[src/source/lsu_pkg.sv]
// Shared types for the load/store unit and its two-bank data TCM
// Operation flags are one-hot, and at most one flag is set per packet
// No address range or alignment checking anywhere in the unit

package lsu_pkg;

	// Data path width and bytes per doubleword
	localparam int XLEN = 64;
	localparam int NB = XLEN / 8;

	// Rename-buffer index bits inside the destination tag
	localparam int RB_W = 2;
	// Destination tag, 5 register bits plus rename index
	localparam int RD_W = 5 + RB_W;

	// One-hot operation flags from decode
	typedef struct packed {
		logic lb;
		logic lh;
		logic lw;
		logic ld;
		logic lbu;
		logic lhu;
		logic lwu;
		logic sb;
		logic sh;
		logic sw;
		logic sd;
		// Fences retire with a zero result
		logic fence_i;
		logic fence;
	} lsu_ops_t;

	// Execute packet, op1 is the byte address and op2 the store data
	typedef struct packed {
		lsu_ops_t ops;
		logic [RD_W-1:0] rd;
		logic [XLEN-1:0] op1;
		logic [XLEN-1:0] op2;
	} lsu_exeparam_t;

	// Writeback payload
	typedef struct packed {
		logic [RD_W-1:0] rd;
		logic [XLEN-1:0] res;
	} lsu_wb_t;

	// One bank access
	typedef struct packed {
		// Full line index, truncated by the bank to its own depth
		logic [XLEN-1:0] line;
		logic wen;
		// One bit per byte lane
		logic [NB-1:0] wmask;
		logic [XLEN-1:0] wdata;
	} bank_req_t;

	// Load format held for one cycle until the bank data returns
	typedef struct packed {
		// Access width, one-hot
		logic w_byte;
		logic w_half;
		logic w_word;
		logic w_dword;
		// Zero extension instead of sign extension
		logic uns;
		// Byte offset inside the doubleword
		logic [2:0] align;
		// Address bit 3, access starts in bank B
		logic odd;
	} load_fmt_t;

endpackage

[src/source/store_align.sv]
// Splits one execute packet into the two bank requests
// An access may span up to 16 bytes across bank A and bank B
// Write enables only for a valid store, loads and fences just read
`timescale 1ns/1ps

module store_align import lsu_pkg::*; (
	input logic exeparam_valid,
	input lsu_exeparam_t exeparam,
	output bank_req_t bank_a_req,
	output bank_req_t bank_b_req
);

	logic is_store;
	logic [2:0] align;
	logic odd;
	logic [XLEN-1:0] line;
	logic [2*NB-1:0] mask;
	logic [2*XLEN-1:0] data;
	logic [NB-1:0] wmask_a;
	logic [NB-1:0] wmask_b;
	logic [XLEN-1:0] wdata_a;
	logic [XLEN-1:0] wdata_b;

	// Any store width
	assign is_store = exeparam.ops.sb | exeparam.ops.sh | exeparam.ops.sw | exeparam.ops.sd;

	// Byte offset and bank select from the address
	assign align = exeparam.op1[2:0];
	assign odd = exeparam.op1[3];

	// Line index is address bits 4 and up
	assign line = {4'b0000, exeparam.op1[XLEN-1:4]};

	// 16-byte window mask, width pattern shifted by the byte offset
	assign mask = ({2*NB{exeparam.ops.sb}} & (16'h0001 << align))
		| ({2*NB{exeparam.ops.sh}} & (16'h0003 << align))
		| ({2*NB{exeparam.ops.sw}} & (16'h000f << align))
		| ({2*NB{exeparam.ops.sd}} & (16'h00ff << align));

	// Store data moved to the same byte lanes
	assign data = {{XLEN{1'b0}}, exeparam.op2} << {align, 3'b000};

	// Odd start, low window half goes to bank B
	assign {wmask_b, wmask_a} = odd ? {mask[NB-1:0], mask[2*NB-1:NB]} : mask;
	assign {wdata_b, wdata_a} = odd ? {data[XLEN-1:0], data[2*XLEN-1:XLEN]} : data;

	always_comb begin
		// Bank A holds the following even doubleword on an odd start
		bank_a_req.line = odd ? line + XLEN'(1) : line;
		bank_a_req.wen = exeparam_valid & is_store;
		bank_a_req.wmask = wmask_a;
		bank_a_req.wdata = wdata_a;
	end

	always_comb begin
		// Bank B always uses the address line
		bank_b_req.line = line;
		bank_b_req.wen = exeparam_valid & is_store;
		bank_b_req.wmask = wmask_b;
		bank_b_req.wdata = wdata_b;
	end

endmodule

[config.mk]
export PLATFORM = sky130hd
export DESIGN_NAME = store_align
export DESIGN_NICKNAME = d
export VERILOG_FILES = /design/src/source/lsu_pkg.sv /design/src/source/store_align.sv
export SDC_FILE = /design/constraint.sdc
export NUM_CORES = 1
export LEC_CHECK = 0
export BUFFER_PORTS_ARGS = -buffer_cell sky130_fd_sc_hd__buf_2
export CORE_AREA = 4 4 164 166
export DETAILED_ROUTE_END_ITERATION = 16
export DIE_AREA = 0 0 168 170
export PLACE_DENSITY_LB_ADDON = 0.3
export SYNTH_ARGS = -nofsm -noshare
export SYNTH_HDL_FRONTEND = slang
export SYNTH_SLANG_ARGS = --single-unit
[constraint.sdc]
create_clock -name vclk -period 4.69
set_input_delay 0.7035 -clock vclk [all_inputs]
set_output_delay 0.7035 -clock vclk [all_outputs]
set_load 0.03 [all_outputs]
Word-level counts from Yosys, hierarchy flattened
Cells that the tools add are included.
{"block": "classes", "mux": 3, "n_shift": 5, "bitwise": 11, "n_addsub": 1}
{"cell": "$mux 128", "n": 1}
{"cell": "$shl 64x6->128", "n": 1}
{"cell": "$and 16x16->16", "n": 4}
{"cell": "$add 60x1->61 const B", "n": 1}
{"cell": "$mux 61", "n": 1}
{"cell": "$or 16x16->16", "n": 3}
{"cell": "$mux 16", "n": 1}
{"cell": "$shl 1x3->16 const A", "n": 1}
{"cell": "$shl 2x3->16 const A", "n": 1}
{"cell": "$shl 4x3->16 const A", "n": 1}
{"cell": "$shl 8x3->16 const A", "n": 1}
{"cell": "$or 1x1->1", "n": 3}
{"cell": "$and 1x1->1", "n": 1}
{"block": "totals", "input_bits": 149, "ff_bits": 0}

Logic depth before layout (Yosys ltp)
{"block": "depth", "ltp_word": 6, "ltp_mapped": 10, "depth_no_buf": 7}

Worst setup path after synthesis
OpenSTA, ideal clock, no wires.
{"block": "synth_timing", "path_type": "input to output", "from": "in exeparam[65] (netlist name)", "to": "out bank_a_req[64] (netlist name)", "path_stages": 6, "setup_slack_ns": 1.259, "arrival_ns": 2.728, "required_time_ns": 3.987, "path_cell_list": "clkbuf_1 -> inv_2 -> clkbuf_1 -> ha_1 -> or3b_2 -> o21ai_0"}
{"element": "from (decl)", "line": "store_align.sv:8", "text": "input lsu_exeparam_t exeparam,"}
{"element": "to (decl)", "line": "store_align.sv:9", "text": "output bank_req_t bank_a_req,"}

==> impl_metrics.ini <==
[power_and_ir_drop]
power_per_cell_area_nw_per_um2 = 153
power.leakage_nw = 3.69
ir_drop_uv = 83.9

[layout]
n_fill_cell = 2964
drive_gt1_share_pct = 41.4
syn_to_final_growth_pct = 31.9
final_cells = 1494
utilization_pct = 28.8
final_common_cell = buf_2
final_cell_mix = buf_2, nand2_1, nor2_1
regArea_um2 = 0
fin_nets = 1319
multi_input_area_um2 = 4750
clkbuf_count = 0
seq_cells = 0

[die]
die_area_um2 = 28600
start_util_pct = 21.8
coreArea_um2 = 25600
die_h_um = 170
boundaryPins = 423
die_w_um = 168
row_count = 59

[worst_setup_path]
path_cells = buf_2 -> inv_2 -> nand2_1 -> o22ai_1 -> buf_2
crit_family = buffers and inverters
critical_path_class = input port to output pin
slowest_stage = nand2_1
crit_arrival_ns = 3.07
critPathCaptureType = output pin
max_stage_delay_ns = 0.74
crit_fanout = 42
cpMostUsedCell = buf_2
critPathLaunchType = input port
worstPathRequired_ns = 3.99
path_buf_inv = 3

[global_routing]
grtUsageTotal_pct = 19.4
grt_first_pass_wirelength_um = 44100
grt_pass1_vias = 7217
grt_max_degree = 79
antenna_found_initial = 5
grt_overflow = 0

[logic_synthesis]
synth-compound-area-share_pct = 23.5
synth_xor_area_share_pct = 9.38
yosys.area_share.simple_pct = 29.4
synth_fa_ha_area_share_pct = 2.91
synth_top_family_by_area = simple AND/OR/NAND/NOR gates
synth.largest_area_cell = mux2i_1
synth_top_area_share_pct = 11.8
synth_cell_type_count = 53
ys_warn_count = 0
synth.mux.area_fraction_pct = 19.3
ys_seq_area_share_pct = 0
synth_area_um2 = 5590
synth_cells = 870
synth_area_per_cell_um2 = 6.42
synthTopCellsByArea = mux2i_1, buf_4, mux2_2

[drt]
vias_per_cell = 5.09
wl_um = 30400
wire_per_inst_um = 20.4
drc_errors = 0
dr.pass1.iters = 7
via_count = 7604
final_antenna_net_count = 0
drt_iter0_drc = 408

[sta]
fmaxAchievable_mhz = 265
worst_pin_slew_ns = 0.817
max-slew-margin-rel_pct = 45.1
final-max-slew-violation-count = 0
finalCriticalPeriod_ns = 3.77
fin_ws_ns = 0.920
finalSetupViolCount = 0
final-hold-violation-count = 0
layout_worst_path_cycle_share_pct = 80.4
rsz0062_at_grt = no
tns_ns = 0
worst_hold_slack_ns = 1.67

[placed_design]
dpl.hpwl_um = 25200
place.port_buffers = 400
dp_slack_ns = 0.897
dp.cells = 1490
gp_congestion = 0.905

[cts]
ctsHoldBuffers = 0
cts_resized = 0
postCtsSetupBuffers = 0

[hold_path]
hold_class = input port to output pin

[run_status]
status = completed

[job]
drv_cap = 0
cells by family (layout without fill, tap and decap cells):
family,count (synthesis),after routing
XOR/XNOR,59,59
adder cells (fa/ha/maj),13,13
AO/OA/AOI/OAI,213,213
multiplexers,103,103
buffers and inverters,154,433
other,1,11
AND/OR/NAND/NOR,327,327
synth_stat cells, types with 2 or more instances:
cell,n
a22oi_1,9
a21o_1,15
buf_2,7
xnor2_1,24
xor2_1,34
nor2_1,71
ha_1,13
nand4_1,12
mux2i_1,66
a22o_1,9
nor2b_1,12
inv_1,18
o2bb2ai_1,17
nor3_1,37
o21ai_1,3
buf_1,9
o22ai_1,36
and4_1,2
a21oi_1,36
a31oi_1,18
clkbuf_1,46
mux2_2,37
nor4_4,3
nor3_2,3
or2_2,3
nor4_1,7
and3_1,4
nand3_1,49
a211oi_1,3
nand2_1,100
o21ai_0,63
and2_1,9
nand3_2,4
buf_4,70
nand4_2,2
buf_6,2
per-layer routing:
layer,vias to the layer above,GRT usage (%),routed length (µm)
met5,-,0,13
met4,2,6.10,910
met3,50,3.86,2530
met2,383,36.1,15300
met1,3535,22.2,11600
li1,3634,-,-
layout make-up:
cell class         instances  area share, %
diodes                     4          0.136
inverters                 20           1.02
repair buffers           413           28.7
well taps                335           5.69
multi-input cells        722           64.4
per-stage QoR:
step	area [µm²]	total power [mW]
after floorplan	5610	0.775
after global placement	7360	1.12
after detailed placement	7360	1.13
after CTS	7360	1.13
after global routing	7370	1.20
final	7370	1.13
path summary, 6_finish.rpt:
| path | endpoint | startpoint | slack [ns] | cells after the start |
|---|---|---|---|---|
| worst max-delay path | bank_a_req[26] | exeparam[66] | 0.92 | 5 |
| worst min-delay path | bank_b_req[123] | exeparam[118] | 1.67 | 2 |
where the power goes:
part	internal, mW	switching, mW
combinational	0.328	0.798
sequential	0	0
clock	0.000000115	0
(Power assumes the default switching activity.)
