**src/source/lsu_pkg.sv**
```systemverilog
// Shared types for the load/store unit and its two-bank data TCM
// Operation flags are one-hot, and at most one flag is set per packet
// No address range or alignment checking anywhere in the unit

package lsu_pkg;

	// Data path width and bytes per doubleword
	localparam int XLEN = 64;
	localparam int NB = XLEN / 8;

	// Rename-buffer index bits inside the destination tag
	localparam int RB_W = 2;
	// Destination tag, 5 register bits plus rename index
	localparam int RD_W = 5 + RB_W;

	// One-hot operation flags from decode
	typedef struct packed {
		logic lb;
		logic lh;
		logic lw;
		logic ld;
		logic lbu;
		logic lhu;
		logic lwu;
		logic sb;
		logic sh;
		logic sw;
		logic sd;
		// Fences retire with a zero result
		logic fence_i;
		logic fence;
	} lsu_ops_t;

	// Execute packet, op1 is the byte address and op2 the store data
	typedef struct packed {
		lsu_ops_t ops;
		logic [RD_W-1:0] rd;
		logic [XLEN-1:0] op1;
		logic [XLEN-1:0] op2;
	} lsu_exeparam_t;

	// Writeback payload
	typedef struct packed {
		logic [RD_W-1:0] rd;
		logic [XLEN-1:0] res;
	} lsu_wb_t;

	// One bank access
	typedef struct packed {
		// Full line index, truncated by the bank to its own depth
		logic [XLEN-1:0] line;
		logic wen;
		// One bit per byte lane
		logic [NB-1:0] wmask;
		logic [XLEN-1:0] wdata;
	} bank_req_t;

	// Load format held for one cycle until the bank data returns
	typedef struct packed {
		// Access width, one-hot
		logic w_byte;
		logic w_half;
		logic w_word;
		logic w_dword;
		// Zero extension instead of sign extension
		logic uns;
		// Byte offset inside the doubleword
		logic [2:0] align;
		// Address bit 3, access starts in bank B
		logic odd;
	} load_fmt_t;

endpackage

```
**src/source/load_align.sv**
```systemverilog
// Load result formatting from the two registered bank outputs
// Format is captured at issue and used in the following cycle
// Result is zero for stores, fences and idle cycles
`timescale 1ns/1ps

module load_align import lsu_pkg::*; (
	input logic CLK,
	input logic rst_n,
	input lsu_ops_t ops,
	input logic [3:0] addr_low,
	input logic [XLEN-1:0] rdata_a,
	input logic [XLEN-1:0] rdata_b,
	output logic [XLEN-1:0] res
);

	load_fmt_t fmt_d;
	load_fmt_t fmt_q;
	logic [2*XLEN-1:0] window;
	logic [XLEN-1:0] field;

	// Signed and unsigned flavours fold into width plus unsigned flag
	always_comb begin
		fmt_d.w_byte = ops.lb | ops.lbu;
		fmt_d.w_half = ops.lh | ops.lhu;
		fmt_d.w_word = ops.lw | ops.lwu;
		fmt_d.w_dword = ops.ld;
		fmt_d.uns = ops.lbu | ops.lhu | ops.lwu;
		fmt_d.align = addr_low[2:0];
		fmt_d.odd = addr_low[3];
	end

	// Held until the bank data is back
	always_ff @(posedge CLK) begin
		if (!rst_n) begin
			fmt_q <= '0;
		end else begin
			fmt_q <= fmt_d;
		end
	end

	// Rebuild the 16-byte window in address order
	assign window = fmt_q.odd ? {rdata_a, rdata_b} : {rdata_b, rdata_a};

	// Field starts at the byte offset
	assign field = XLEN'(window >> {fmt_q.align, 3'b000});

	// Width select and extension
	always_comb begin
		res = '0;
		if (fmt_q.w_byte) begin
			res = fmt_q.uns ? {{XLEN-8{1'b0}}, field[7:0]}
				: {{XLEN-8{field[7]}}, field[7:0]};
		end else if (fmt_q.w_half) begin
			res = fmt_q.uns ? {{XLEN-16{1'b0}}, field[15:0]}
				: {{XLEN-16{field[15]}}, field[15:0]};
		end else if (fmt_q.w_word) begin
			res = fmt_q.uns ? {{XLEN-32{1'b0}}, field[31:0]}
				: {{XLEN-32{field[31]}}, field[31:0]};
		end else if (fmt_q.w_dword) begin
			res = field;
		end
	end

endmodule

```
**config.mk**
```make
export PLATFORM = sky130hd
export DESIGN_NAME = load_align
export DESIGN_NICKNAME = d
export VERILOG_FILES = /design/src/source/lsu_pkg.sv /design/src/source/load_align.sv
export SDC_FILE = /design/constraint.sdc
export NUM_CORES = 1
export LEC_CHECK = 0
export BUFFER_PORTS_ARGS = -buffer_cell sky130_fd_sc_hd__buf_2
export CAP_MARGIN = 30
export CORE_MARGIN = 5
export CORE_UTILIZATION = 46
export CTS_BUF_LIST = sky130_fd_sc_hd__clkbuf_16
export DETAILED_ROUTE_END_ITERATION = 8
export PLACE_DENSITY = 0.8
export SLEW_MARGIN = 20
export SYNTH_ARGS = -nofsm -noshare
export SYNTH_HDL_FRONTEND = slang
export SYNTH_SLANG_ARGS = --single-unit
```
**constraint.sdc**
```tcl
create_clock -name CLK -period 2.4 [get_ports CLK]
set_input_delay 0.12 -clock CLK [delete_from_list [all_inputs] [get_ports CLK]]
set_output_delay 0.12 -clock CLK [all_outputs]
set_load 0.05 [all_outputs]
```
# After elaboration in Yosys (flattened, before gate mapping)
# Index checks and enable logic that the tools add are counted.
[totals]
regBits = 9
latchBits = 0
ramBits = 0
romBits = 0
inputBits = 147
output_inout_bits = 64
elab_cells = 21
mem_count = 0
[op_classes]
add_sub_neg = 0
n_mul = 0
n_div = 0
magnitude_cmp = 0
n_eq_ne = 0
shifts = 1
muxes = 8
bitwise = 5
n_reduce_logical = 0
[op_table]
columns = ["operator", "n"]
rows = [
  ["64-bit 2-to-1 mux", 7],
  ["128-bit 2-to-1 mux", 1],
  ["128-bit by 6-bit right shift with 64-bit output", 1],
  ["1-bit OR", 5],
]

# Logic depth before layout (Yosys ltp)
# Gate-level depths: netlist of run 1.
[logic_depth]
word_depth = 6
mapped_depth = 9
ltp_nobuf = 5

# Least setup slack after synthesis of run 1
# Ideal clock, no wire load.
[synth_path]
kind = "register -> output"
startpoint = "register fmt_q[2] in the netlist's numbering"
endpoint = "output res[29]"
t_arrival_ps = 3048
required_time_ps = 2280
slack_ps = -768
stages_incl_launch_ff = 9
cell_sequence = "dfxtp_1 -> clkbuf_1 -> buf_2 -> buf_1 -> clkbuf_1 -> mux4_2 -> nor2_1 -> a21oi_1 -> o21ai_0"
[synth_between]
elab_chain_cells = 5
elab_cells_between_ends = 8
classes_between = "shift (1); mux (7)"
[synth_lines]
columns = ["item", "line_no", "source"]
rows = [
  ["start, declared", "load_align.sv:17", "load_fmt_t fmt_q;"],
  ["start signal, assigned", "load_align.sv:37", "fmt_q <= fmt_d;"],
  ["128-bit by 6-bit right shift with 64-bit output (*)", "load_align.sv:45", "assign field = XLEN'(window >> {fmt_q.align, 3'b000});"],
  ["64-bit 2-to-1 mux (on tied branches)", "load_align.sv:59, load_align.sv:57", ""],
  ["64-bit 2-to-1 mux", "load_align.sv:56", "end else if (fmt_q.w_word) begin"],
  ["64-bit 2-to-1 mux", "load_align.sv:53", "end else if (fmt_q.w_half) begin"],
  ["64-bit 2-to-1 mux (*)", "load_align.sv:50", "if (fmt_q.w_byte) begin"],
  ["end, declared", "load_align.sv:13", "output logic [XLEN-1:0] res"],
]
# Every way passes the cells marked *; elsewhere a longest branch is shown, timed or not.

# Worst setup path in the final report of run 1
[layout_path]
startpoint = "register fmt_q[1] in the netlist's numbering"
endpoint = "output res[47]"
# The elaborated chain is that of the path after synthesis.

==> results of run 1 <==
[synthesized netlist by cell type (8+ instances only)]
cell type	instances	area, um2
mux2i_1	148	1481
o21ai_0	50	250.2
mux4_2	48	1081
clkbuf_1	36	135.1
nor2_1	33	123.9
mux2_2	30	337.8
a211oi_1	27	202.7
a22oi_1	27	202.7
a22o_1	23	201.4
buf_2	21	105.1
nand2_1	20	75.07
a21oi_1	14	70.07
o211ai_1	13	97.59
o211a_1	12	120.1
dfxtp_1	9	180.2
buf_1	8	30.03
buf_6	8	90.09
[cells by family (layout without fill, tap and decap cells)]
group,count (synthesis),count (layout),share of synthesized area (%)
simple gates,84,84,7.665
mux,228,228,55.32
compound gates,199,199,26.61
flops,9,9,3.375
buf+inv,77,339,7.032
other cells,0,2,0
[through the flow]
stage | instance area, um2 | utilization [%] | hold slack (ns) | power (W) | std cells
5_1_grt | 8718 | 76.35 | 0.1091 | 0.003475 | 1003
3_5_place_dp | 7856 | 68.80 | 0.3232 | 0.002645 | 990
2_1_floorplan | 5913 | - | 0.2302 | 0.001884 | 597
4_1_cts | 8506 | 74.49 | 0.09058 | 0.003206 | 999
3_3_place_gp | 7856 | 68.80 | 0.3187 | 0.002596 | 990
6_report | 8721 | 76.38 | 0.09527 | 0.003366 | 1004
[routing by layer]
layer,GRT usage (%),wire length [um],vias to the layer above
met5,0,0,-
met3,6.487,2829,202
met2,54.70,12020,625
li1,-,-,2948
met1,39.75,9056,3344
met4,17.35,1938,0
[cell type report]
type,count,area share [%]
antenna,2,0.05739
multi-input combinational,511,63.49
clock inverter,1,0.04304
timing repair buffer,331,31.15
tap,143,2.052
inverter,4,0.1722
clock buffer,3,0.8608
sequential,9,2.181
[worst paths after layout]
path	cells past startpoint	end	slack, ns
min	2	fmt_q[5]	0.1
max	8	res[47]	-0.49
[power groups by stage]
stage,logic (W),clock network [W],registers [W]
after floorplan,0.00172,0,0.000167
after global placement,0.00242,0,0.000177
after detailed placement,0.00247,0,0.000178
after CTS,0.00274,0.000289,0.000176
after global routing,0.00299,0.000302,0.000178
final,0.00289,0.000296,0.000177
[timing repair]
action / CTS / global route
endpoints found under the setup margin: 63 / 63
setup buffers: 4 / 2
gates cloned: 2 / 2
pin swaps: 2 / 1
resized for setup: 140 / 34
==> results.md, run 1 <==
- Syn_nets: 744
- Die Height: 117.7 um
- Combinational power share: 85.9%
- Vias/cell: 7.091
- Crit path launch: fmt_q[1]
- Hold Violations, Final: 0
- Clock slew at reported path FFs: 0.04 ns
- Layout cell share with drive strength beyond 1: 59.95%
- Drt total wl: 25850 um
- Vias: 7119
- Total power per unit cell area: 386.0 nW/um2
- Antenna violations before repair: 1
- Crit Path Max Fanout: 12
- Nets: 1007
- Post-synthesis sequential area ratio: 3.376%
- Drt wl/cell: 25.74 um
- Setup ws final: -0.4891 ns
- Slew Viols, Final: 0
- Biggest regs: fmt_q: 9 flops
- GRT Util Overall: 32.81%
- Fillcell total: 735
- Critical path capture point type: primary output
- Crit path launch type: register
- Initial core utilization: 46.75%
- Unrepaired setup endpoints after global routing: yes
- Largest net degree at the start of global routing: 43
- CP Class: register to primary output
- Final setup fails: 61
- First drt pass iteration count: 6
- Die W: 117.7 um
- Die area: 13860 um2
- Worst endpoint required time: 2.28 ns
- Period utilisation layout: 120.4%
- Post-synth EDFFs: 0
- # clock sinks: 9
- P_int: 0.001605 W
- Hold_sp: ops[9]
- Post-Synthesis Cell Area: 5338 um2
- Most frequent cells in the layout: buf_2, mux2i_1, buf_4
- Commonest non-fill, non-tap cell in the layout: buf_2
- Total area of sequential cells: 190.2 um2
- DRC errors left: 0
- Failing checks: setup timing
- Multi-input logic area: 5537 um2
- Placed wire-length estimate: 18130 um
- CTS hold repair buffers: 0
- Cell row count: 39
- NetSw: 0.001761 W
- Clock share of power: 8.8%
- Status: complete, but fails checks
- Setup_tns: -23.16 ns
- Slowest cell on crit path: mux4_2
- Root Buffer: clkbuf_16
- Top reg by flops: fmt_q
- Post-route ant nets: 0
- PortBufs: 204
- Avg Cell Area, Syn: 8.941 um2
- Worst-Margin Slew: 0.5037 ns
- Max VDD drop: 0.2992 mV
- CTS tree: yes
- Global placer's final weighted congestion: 0.9885
- Min-Delay Path Class: input pin to register
- Sequential fraction of design power: 5.2%
- IO Pins: 211
- Max reg flops: 9
- Crit path max-delay family: multiplexers
- Crit path cell chain: buf_12 -> mux4_2 -> mux4_2 -> and3b_2 -> buf_12 -> a2111oi_4 -> o21ai_4 -> buf_6
- Initial DRC count: 701
- Synth Warn #: 0
- Crit-path max cell delay: 0.52 ns
- Ys flop type: dfxtp_1
- Global-route wire length before repair: 38060 um
- Clock Tree Buf Depth: 2
- Synth Register Bits: 9
- Max-slew headroom: 66.22%
- Asr flop ratio synth: 0%
- FMAX: 346.1 MHz
- Core Area: 11420 um2
- CP bufs+invs: 3
- Leakage: 3.607 nW
- Tmin final: 2.889 ns
- Worst EP arrival: 2.77 ns
- Cells after Synth: 597
- Grt ovf: 0
- Worst slack at placement: -0.2367 ns
- Synth-to-Final Area Change: 63.38%
- H-tree depth: 1
- Max-Cap Viols: 0
- Yosys cell types: 46
- Switching share of total power: 52.31%
- Vias in the first global route: 7127
- Inserted Clock Buffers: 3
Power figures use the tool's default switching activity.
==> run 2: changes to the inputs <==
Settings changed: CORE_UTILIZATION 46 to 45, PLACE_DENSITY 0.8 to 0.79.
==> run 2 against run 1 <==
  * The run still ends with setup timing left
  * Core utilization increased by 0.27 points
  * Largest cell class unchanged
  * First-iteration DRC count increased by 43%
  * Die area increased by 2.0%
  * Routed wire length increased by 3.1%
  * Clock power decreased by 1%
  * Count of clock-buffer cells in the layout unchanged
  * Final cell count increased by 0.50%
  * Power increased by 0.83%
==> results.md, run 2 (synthesis results as in run 1) <==
- Status: complete, but fails checks (unchanged)
- Failing checks: setup timing (unchanged)
- Global placer's final weighted congestion: 0.9707 (was 0.9885)
- Final setup fails: 63 (was 61)
- Max VDD drop: 0.3411 mV (was 0.2992 mV)
- Nets: 1014 (was 1007)
- Die area: 14140 um2 (was 13860 um2)
- Layout Utilization: 76.64% (was 76.38%)
- PortBufs: 204 (unchanged)
- Crit path launch type: register (unchanged)
- FMAX: 344.2 MHz (was 346.1 MHz)
- Vias: 7327 (was 7119)
- H-tree depth: 1 (unchanged)
- Max-Cap Viols: 0 (unchanged)
- Worst EP arrival: 2.78 ns (was 2.77 ns)
- Worst slack at placement: -0.2868 ns (was -0.2367 ns)
- Root Buffer: clkbuf_16 (unchanged)
- Layout cell share with drive strength beyond 1: 60.85% (was 59.95%)
- Tmin final: 2.905 ns (was 2.889 ns)
- Clock slew at reported path FFs: 0.04 ns (about the same)
- Synth-to-Final Area Change: 65.35% (was 63.38%)
- Antenna cells: 0 (was 2)
- GRT Util Overall: 33.36% (was 32.81%)
- Worst-Margin Slew: 0.4902 ns (was 0.5037 ns)
- Sequential fraction of design power: 5.2% (about the same)
- Dpl cells: 975 (was 990)
- Top reg by flops: fmt_q (unchanged)
- DRC errors left: 0 (unchanged)
- Drt wl/cell: 26.41 um (was 25.74 um)
- Max-slew headroom: 67.32% (was 66.22%)
- Unrepaired setup endpoints after global routing: yes (unchanged)
- Drt total wl: 26650 um (was 25850 um)
- # clock sinks: 9 (unchanged)
- Min-Delay Path Class: input pin to register (unchanged)
- Total power per unit cell area: 384.6 nW/um2 (was 386.0 nW/um2)
- Largest net degree at the start of global routing: 35 (was 43)
- Die Height: 118.9 um (was 117.7 um)
- Final Non-Filler Cells: 1009 (was 1004)
- Period utilisation layout: 121.0% (was 120.4%)
- Grt ovf: 0 (unchanged)
- Critical path capture point type: primary output (unchanged)
- IO Pins: 211 (unchanged)
- NetSw: 0.001765 W (was 0.001761 W)
- Placed wire-length estimate: 18110 um (was 18130 um)
- CP Class: register to primary output (unchanged)
- Clock share of power: 8.6% (was 8.8%)
- Vias/cell: 7.262 (was 7.091)
- Antenna violations before repair: 0 (was 1)
- Cell row count: 39 (unchanged)
- Max reg flops: 9 (unchanged)
- Global-route wire length before repair: 38950 um (was 38060 um)
- Vias in the first global route: 7397 (was 7127)
- Slew Viols, Final: 0 (unchanged)
- Post-route ant nets: 0 (unchanged)
- P_int: 0.001629 W (was 0.001605 W)
- Clock Tree Buf Depth: 2 (unchanged)
- CTS tree: yes (unchanged)
- Worst endpoint required time: 2.28 ns (about the same)
- Initial core utilization: 46.35% (was 46.75%)
- Initial DRC count: 1000 (was 701)
- Core Area: 11520 um2 (was 11420 um2)
- Commonest non-fill, non-tap cell in the layout: buf_2 (unchanged)
- Die W: 118.9 um (was 117.7 um)
- Most frequent cells in the layout: buf_2, mux2i_1, buf_4 (unchanged)
- Combinational power share: 86.2% (was 85.9%)
- Setup ws final: -0.5049 ns (was -0.4891 ns)
- Inserted Clock Buffers: 3 (unchanged)
- Hold Violations, Final: 0 (unchanged)
- First drt pass iteration count: 5 (was 6)
- Leakage: 3.676 nW (was 3.607 nW)
- Switching share of total power: 52.00% (was 52.31%)
- Crit Path Max Fanout: 7 (was 12)
- Biggest regs: fmt_q: 9 flops (unchanged)
-- run 2: power groups by stage --
stage / logic, W / registers [W] / clock network [W]
final: 0.00293 / 0.000176 / 0.000292
after global routing: 0.00302 / 0.000178 / 0.000299
after CTS: 0.00268 / 0.000175 / 0.000294
after detailed placement: 0.00241 / 0.000178 / 0
after global placement: 0.00236 / 0.000176 / 0
after floorplan: 0.00172 / 0.000167 / 0
-- run 2: what timing repair did --
action	CTS	global route
pin swaps	5	4
cloned	5	4
setup buffers	6	15
hold buffers	0	0
resized for setup	123	67
setup endpoints to repair	63	63
-- run 2: metrics by stage --
step | area, um2 | setup TNS, ns | hold slack, ns | total power, W
floorplan | 5913 | -5.964 | 0.2302 | 0.001884
global placement | 7686 | -11.12 | 0.3208 | 0.002536
detailed placement | 7694 | -13.19 | 0.3245 | 0.002584
CTS | 8362 | -22.70 | 0.08925 | 0.003146
global route | 8826 | -28.01 | 0.08603 | 0.003501
finish | 8826 | -25.62 | 0.08194 | 0.003394
-- run 2: layout make-up --
| type | instances | area, um2 |
|---|---|---|
| Multi-Input combinational cell | 511 | 5522 |
| Timing Repair Buffer | 338 | 2841 |
| Fill cell | 685 | 2690 |
| Sequential cell | 9 | 190.2 |
| Tap cell | 143 | 178.9 |
| Clock buffer | 3 | 75.07 |
| Inverter | 4 | 15.01 |
| Clock inverter | 1 | 3.754 |
-- run 2: worst paths after layout --
kind | startpoint | to | slack, ns | depth (start not counted)
min | ops[11] | fmt_q[7] | 0.08 | 2
max | fmt_q[0] | res[35] | -0.50 | 8
-- run 2: worst max-delay path, cell delays in order, from the launching register on --
cell	delay, ns
dfxtp_4	0.38
mux4_2	0.52
mux4_2	0.50
and3b_2	0.24
a41oi_4	0.29
buf_6	0.19
buf_12	0.16
o21ai_4	0.07
buf_6	0.16
-- run 2: routing by layer --
layer	vias up	track usage (%)	part of all wire, %	routed length [um]
li1	2959	-	-	-
met1	3418	39.20	33	8843
met2	734	57.41	48	12690
met3	216	6.493	12	3140
met4	0	17.96	7.4	1970
met5	-	0	0	0
